--- config.mk ---
export PLATFORM = sky130hd
export DESIGN_NAME = xbar_one_to_n
export DESIGN_NICKNAME = d
export VERILOG_FILES = /design/src/verilog/obi_xbar_pkg.sv /design/src/verilog/addr_decode.sv /design/src/verilog/xbar_one_to_n.sv
export SDC_FILE = /design/constraint.sdc
export NUM_CORES = 1
export LEC_CHECK = 0
export ABC_CLOCK_PERIOD_IN_PS = 5820
export BUFFER_PORTS_ARGS = -buffer_cell sky130_fd_sc_hd__buf_2
export CORE_AREA = 2 2 123 125
export DETAILED_ROUTE_END_ITERATION = 8
export DIE_AREA = 0 0 125 127
export PLACE_DENSITY_LB_ADDON = 0.15
export SKIP_CTS_REPAIR_TIMING = 1
export SLEW_MARGIN = 20
export SYNTH_ARGS = -nofsm -noshare
export SYNTH_HDL_FRONTEND = slang
export SYNTH_HIERARCHICAL = 1
export SYNTH_SLANG_ARGS = --single-unit
--- constraint.sdc ---
create_clock -name clk_i -period 5.82 [get_ports clk_i]
set_input_delay 1.164 -clock clk_i [delete_from_list [all_inputs] [get_ports clk_i]]
set_output_delay 1.164 -clock clk_i [all_outputs]
set_load 0.02 [all_outputs]
--- src/verilog/obi_xbar_pkg.sv ---
/* OBI bus types, address map and sizing for the memory subsystem.
   Address map is fixed here and end addresses are exclusive.
   Only 32-bit word accesses with byte enables are supported. */

package obi_xbar_pkg;

  // ------------------------------------------------------------
  // Bus structs
  // ------------------------------------------------------------
  // Master request, 70 bits
  typedef struct packed {
    logic        req;
    logic        we;
    logic [3:0]  be;
    logic [31:0] addr;
    logic [31:0] wdata;
  } obi_req_t;

  // Slave response, 34 bits (no error, no back-pressure)
  typedef struct packed {
    logic        gnt;
    logic        rvalid;
    logic [31:0] rdata;
  } obi_resp_t;

  // ------------------------------------------------------------
  // Crossbar sizing and address map
  // ------------------------------------------------------------
  localparam int unsigned XBAR_NSLAVE = 2;
  localparam int unsigned SLAVE_IDX_W = 1;

  // One rule, range [start_addr, end_addr)
  typedef struct packed {
    logic [SLAVE_IDX_W-1:0] idx;
    logic [31:0]            start_addr;
    logic [31:0]            end_addr;
  } addr_rule_t;

  // Unmatched addresses land on the slow memory
  localparam logic [SLAVE_IDX_W-1:0] DEFAULT_IDX = 1'b1;

  // Slave 0 is the SRAM, slave 1 the slow memory
  localparam addr_rule_t ADDR_MAP [XBAR_NSLAVE] = '{
    '{idx: 1'b0, start_addr: 32'h0000_0000, end_addr: 32'h0000_1000},
    '{idx: 1'b1, start_addr: 32'h0001_0000, end_addr: 32'h0001_1000}
  };

  // Outstanding response tracking
  localparam int unsigned XBAR_MAX_OUTST = 4;
  localparam int unsigned OUTST_CNT_W    = $clog2(XBAR_MAX_OUTST + 1);

  // Memory depths and word index widths (index taken from addr bit 2 up)
  localparam int unsigned SRAM_WORDS = 256;
  localparam int unsigned SRAM_AW    = $clog2(SRAM_WORDS);
  localparam int unsigned SLOW_WORDS = 64;
  localparam int unsigned SLOW_AW    = $clog2(SLOW_WORDS);

endpackage

--- src/verilog/addr_decode.sv ---
/* Address decoder over the fixed ADDR_MAP rules.
   No decode error, unmatched addresses return DEFAULT_IDX.
   Overlapping rules resolve to the highest-numbered match. */
`timescale 1ns/1ps

module addr_decode
  import obi_xbar_pkg::*;
(
  input  logic [31:0]            addr_i,
  output logic [SLAVE_IDX_W-1:0] idx_o
);

  // ------------------------------------------------------------
  // Per-rule range match
  // ------------------------------------------------------------
  logic [XBAR_NSLAVE-1:0] rule_hit;

  always_comb begin
    for (int unsigned r = 0; r < XBAR_NSLAVE; r++) begin
      // Start inclusive, end exclusive
      rule_hit[r] = (addr_i >= ADDR_MAP[r].start_addr) &&
                    (addr_i <  ADDR_MAP[r].end_addr);
    end
  end

  // ------------------------------------------------------------
  // Index select
  // ------------------------------------------------------------
  // Fallback first, later rules override earlier ones
  always_comb begin
    idx_o = DEFAULT_IDX;
    for (int unsigned r = 0; r < XBAR_NSLAVE; r++) begin
      if (rule_hit[r]) begin
        idx_o = ADDR_MAP[r].idx;
      end
    end
  end

endmodule

--- src/verilog/xbar_one_to_n.sv ---
/* One OBI master to XBAR_NSLAVE slaves, zero added latency both ways.
   A request to another slave waits until all responses are back,
   so responses never reorder. At most XBAR_MAX_OUTST in flight. */
`timescale 1ns/1ps

module xbar_one_to_n
  import obi_xbar_pkg::*;
(
  input  logic                         clk_i,
  input  logic                         rst_i,

  // Master port
  input  obi_req_t                     master_req_i,
  output obi_resp_t                    master_resp_o,

  // Slave ports
  output obi_req_t  [XBAR_NSLAVE-1:0]  slave_req_o,
  input  obi_resp_t [XBAR_NSLAVE-1:0]  slave_resp_i
);

  // ------------------------------------------------------------
  // Internal signals
  // ------------------------------------------------------------
  logic [SLAVE_IDX_W-1:0] dec_idx;     // slave hit by current address
  logic [SLAVE_IDX_W-1:0] cur_idx_q;   // slave owning in-flight traffic
  logic [OUTST_CNT_W-1:0] outst_cnt_q;
  logic                   stall;
  logic                   fwd_req;     // req passed on to a slave
  logic                   fire;        // granted transfer
  logic                   resp_done;   // rvalid from current slave

  // Address decoder, default slave on miss
  addr_decode u_addr_decode (
    .addr_i (master_req_i.addr),
    .idx_o  (dec_idx)
  );

  // ------------------------------------------------------------
  // Request path
  // ------------------------------------------------------------
  // Hold off a switch of slave while responses are pending
  // and any request once the tracker is full
  assign stall = ((outst_cnt_q != '0) && (dec_idx != cur_idx_q)) ||
                 (outst_cnt_q == OUTST_CNT_W'(XBAR_MAX_OUTST));

  assign fwd_req = master_req_i.req && !stall;

  // Fields broadcast, req only to the decoded slave
  for (genvar s = 0; s < XBAR_NSLAVE; s++) begin : gen_slave_req
    always_comb begin
      slave_req_o[s]     = master_req_i;
      slave_req_o[s].req = fwd_req && (dec_idx == SLAVE_IDX_W'(s));
    end
  end

  // Grant comes back combinationally from the selected slave
  assign fire = fwd_req && slave_resp_i[dec_idx].gnt;

  // ------------------------------------------------------------
  // Response path
  // ------------------------------------------------------------
  // Steered from the registered owner, no added cycle
  assign resp_done = slave_resp_i[cur_idx_q].rvalid;

  always_comb begin
    master_resp_o.gnt    = fire;
    master_resp_o.rvalid = resp_done;
    master_resp_o.rdata  = slave_resp_i[cur_idx_q].rdata;
  end

  // ------------------------------------------------------------
  // Outstanding tracker
  // ------------------------------------------------------------
  always_ff @(posedge clk_i) begin
    if (rst_i) begin
      cur_idx_q   <= '0;
      outst_cnt_q <= '0;
    end else begin
      // Owner only changes on a grant, and a grant to another
      // slave is only possible with nothing in flight
      if (fire) begin
        cur_idx_q <= dec_idx;
      end
      case ({fire, resp_done})
        2'b10:   outst_cnt_q <= outst_cnt_q + 1'b1;
        2'b01:   outst_cnt_q <= outst_cnt_q - 1'b1;
        default: outst_cnt_q <= outst_cnt_q;  // idle, or in and out together
      endcase
    end
  end

endmodule

; ---- Yosys cells after proc, flatten, opt, wreduce, memory -nomap -nowiden
; Cells that the tools add are included.
; W data, S select, Z words.
[totals]
latch_bits = 0
mem_bits_ro = 0
memories = 0
register_bits = 4
ramBits = 0
word_cells = 33
[op_classes]
n_bitwise = 1
shifts = 0
div_mod_pow = 0
reduce_logical = 11
n_addsub = 2
n_eq_ne = 4
mux = 7
multipliers = 0
magnitude_cmp = 6
[ops]
columns = cell, n
row1 = $mux W34, 2
row2 = $mux W33, 2
row3 = $ge A32 B1 Y1 const B, 1
row4 = $ge A32 B17 Y1 const B, 1
row5 = $lt A32 B13 Y1 const B, 1
row6 = $lt A32 B17 Y1 const B, 1
row7 = $logic_and A1 B1 Y1, 7
row8 = $pmux W3 S2, 1
row9 = $lt A1 B2 Y1 const B, 2
row10 = $add A3 B1 Y3 const B, 1
row11 = $eq A3 B3 Y1 const B, 1
row12 = $reduce_bool A3 Y1, 1
row13 = $sub A3 B1 Y3 const B, 1
row14 = $eq A2 B1 Y1 const B, 1
row15 = $eq A2 B2 Y1 const B, 1
row16 = $mux W1, 2
row17 = $reduce_bool A2 Y1, 1
row18 = $logic_not A1 Y1, 1
row19 = $logic_or A1 B1 Y1, 1
row20 = $ne A1 B1 Y1, 1
row21 = $not A1 Y1, 1

; ---- Logic depth before layout (Yosys ltp)
[depth]
word_depth = 12
ltp_mapped = 12
mapped_depth_nobuf = 12

; ---- Hierarchy
; Netlist, hierarchy kept.
[by_module_without_submodules]
columns = mod, seq_area_each_um2, instances, area_per_inst_um2, cells_each
row1 = xbar_one_to_n, 80.1, 1, 1719.1, 207
row2 = addr_decode, 0.0, 1, 42.5, 7

; ---- Worst setup path before layout
; No wires, ideal clock.
[synth_timing]
path_kind = input to output
from = input master_req_i[48] in the netlist's numbering
to = output slave_req_o[69] in the netlist's numbering
path_slack_ns = 2.249
path_buffers = 0
path_stages = 6
t_arrival_ns = 2.407
cell_sequence = nor4_1 -> and3_1 -> nand3_1 -> xor2_1 -> o21bai_2 -> nor2b_1
[synth_rtl]
columns = item, line_no
row1 = from (decl), xbar_one_to_n.sv:13  ; input obi_req_t master_req_i,
row2 = to (decl), xbar_one_to_n.sv:17  ; output obi_req_t [XBAR_NSLAVE-1:0] slave_req_o,

==> flow_summary.json <==
{
  "grt_pass1_vias": 1184,
  "antenna_found_initial": 1,
  "async_reset_ff_share_pct": 0,
  "drtIter0Drc": 14,
  "start_kind": "primary input",
  "final.setup.tns_ps": 0,
  "syn-cell-area_um2": 1760,
  "ant_nets": 0,
  "tritoncts": "yes",
  "powerDensity_nw_per_um2": 252,
  "cts.reportedPaths.clkPinSlew_ps": 30,
  "grt-ovfl-total": 0,
  "antenna_cells": 0,
  "yosys.area.top_type": "buf_4",
  "start_util_pct": 12.2,
  "ys_types": 21,
  "yosys_warnings": 6,
  "worstPathCellList": "buf_2, nor4_1, and3_1, nand3_1, xor2_1, o21bai_2, nor2b_1, buf_2",
  "status": "finished, final reports clean",
  "grt_use_total_pct": 5.03,
  "cts_max_level": 1,
  "syn-mean-instance-area_um2": 8.23,
  "vias_per_cell": 3.05,
  "maxSlewHeadroom_pct": 42.0,
  "slew_viol_final": 0,
  "drive_gt1_share_pct": 85.8,
  "io_buffers": 166,
  "cts_root_buffer": "clkbuf_16",
  "path_max_fanout": 6,
  "fmax_ghz": 0.253,
  "syn_to_final_growth_pct": 4.19,
  "timing.final.crit_share_pct": 67.8,
  "final.setup.worst_slack_ps": 1870,
  "critPathRequiredTime_ps": 4660,
  "firstDrtPassIters": 2,
  "slowest_stage": "nor4_1",
  "regToRegSetupSlack_ps": 3200,
  "syn_nets": 356,
  "placed_cell_area_um2": 1760,
  "rows": 44,
  "die_area_um2": 15900,
  "hold_viol": 0,
  "p_total_uw": 463,
  "hp-start": "outst_cnt_q[2]$_SDFFE_PP0P_",
  "num_vias": 1292,
  "synth.top_cells.by_count": "139 x buf_4, 33 x mux2_2, 5 x nor4_1",
  "hold-worst-slack_ps": 535,
  "max-clock-path-buffers": 2,
  "synth_flop_cell": "dfxtp_1",
  "min_to": "outst_cnt_q[2]$_SDFFE_PP0P_",
  "dieWidth_um": 125,
  "min_path_type": "register to register",
  "final_cells": 424,
  "synth_edf_count": 0,
  "cts.sinks": 4,
  "fin_skew_ps": 0.616,
  "min_path_cells": 2,
  "slowest_delay_ps": 320,
  "dieHeight_um": 127,
  "rr_startpoint": "cur_idx_q$_SDFFE_PP0P_",
  "nets": 384,
  "pre_cts_slack_ps": 1810,
  "core_area_um2": 14400,
  "cp_common_cell": "buf_2",
  "vdd.ir_drop.worst_mv": 0.110,
  "ys_ff_latch": 4,
  "crit_arrival_ps": 2780,
  "route.detailed.drc": 0,
  "yosysMostFrequentCell": "buf_4",
  "cts_buffers": 3,
  "grt_max_degree": 37,
  "synth_top_area_share_pct": 59.2,
  "tightest_slew_ps": 869,
  "grt_pass1_wl_mm": 6.31,
  "hpwlAfterDp_mm": 4.02,
  "fin_area_um2": 1840,
  "endpoint_kind": "output port",
  "boundaryPins": 314,
  "synth_cells": 214,
  "maxCapViolCount": 0,
  "post-route-util_pct": 12.7,
  "reg2reg_to": "outst_cnt_q[2]$_SDFFE_PP0P_",
  "wl_per_cell_um": 10.8,
  "rsz0062_at_grt": "false",
  "wirelength_mm": 4.58,
  "finalWeightedCongestion": 0.683,
  "criticalPathCategory": "primary input to output port",
  "min_period_ps": 3950,
  "placed_cells": 421,
  "insertion_delay_ps": 220,
  "seq_area_frac_synth_pct": 4.55,
  "finalSetupViolCount": 0,
  "reg2reg_depth": 9,
  "p_leak_nw": 0.932,
  "synth_area_leaders": "buf_4 59%, mux2_2 21%, dfxtp_1 4.5%"
}
-- cells in the final DEF, fill, tap and decap left out --
cell type  netlist  final
clkbuf_16        0      3
a21oi_1          3      3
or3_1            1      1
buf_2            4    166
fa_1             1      1
and2_1           2      2
dfxtp_2          0      1
o21bai_2         1      1
inv_1            3      3
mux2_2          33     33
nand3_1          1      1
nor2b_1          2      2
nor4_1           5      5
nor4b_4          1      1
dfxtp_1          4      3
o21ai_0          3      3
a2111oi_2        1      1
and3_1           1      1
ha_1             1      1
xor2_1           3      3
o21a_1           1      1
nor2_1           4      4
-- cell type report --
class / count / area (um^2)
Clock buffer: 3 / 75.1
Fill cell: 1692 / 12600
Inverter: 3 / 11.3
Multi-Input combinational cell: 64 / 607
Sequential cell: 4 / 81.3
Tap cell: 184 / 230
Timing Repair Buffer: 166 / 831
-- worst max path at each step --
stage | startpoint | to | slack (ps) | cells after the start
CTS | master_req_i[53] | slave_req_o[69] | 1800 | 8
global route | master_req_i[48] | slave_req_o[69] | 1650 | 8
floorplan | master_req_i[48] | slave_req_o[69] | 2250 | 6
finish | master_req_i[53] | slave_req_o[69] | 1870 | 8
global placement | master_req_i[53] | slave_req_o[69] | 1800 | 8
detailed placement | master_req_i[53] | slave_req_o[69] | 1810 | 8
-- worst max-delay path, delay by kind of cell --
family                 cells  cell delay (ps)
XOR/XNOR                   1              220
AND/OR/NAND/NOR            4              880
AO/OA/AOI/OAI              1              230
buffers and inverters      2              290
-- cells by family (layout without fill, tap and decap cells) --
| family | after synthesis | count (layout) | share of synthesized area, % |
|---|---|---|---|
| flip-flops | 4 | 4 | 4.55 |
| adder cells (fa/ha/maj) | 2 | 2 | 1.85 |
| AO/OA/AOI/OAI | 9 | 9 | 3.62 |
| XOR/XNOR | 3 | 3 | 1.49 |
| buffers and inverters | 146 | 172 | 61.0 |
| multiplexers | 33 | 33 | 21.1 |
| AND/OR/NAND/NOR | 17 | 17 | 6.39 |
-- power by group --
group	leakage (nW)	switching (mW)	total (mW)	internal [mW]
registers	0.0334	0.0350	0.0738	0.0388
clock network	0.0370	0.0169	0.104	0.0875
logic	0.861	0.148	0.285	0.137
-- flip-flops by register name (all words and copies together), names as in the netlist --
register / count
outst_cnt_q: 3
cur_idx_q: 1
-- per-layer routing --
metal | GRT usage, % | vias to the layer above | wire length, um
met5 | 0 | - | 12
met4 | 1.96 | 2 | 89
met3 | 3.60 | 14 | 712
met2 | 8.66 | 87 | 2360
met1 | 4.62 | 578 | 1400
li1 | - | 611 | -
Power figures use the tool's default switching activity.
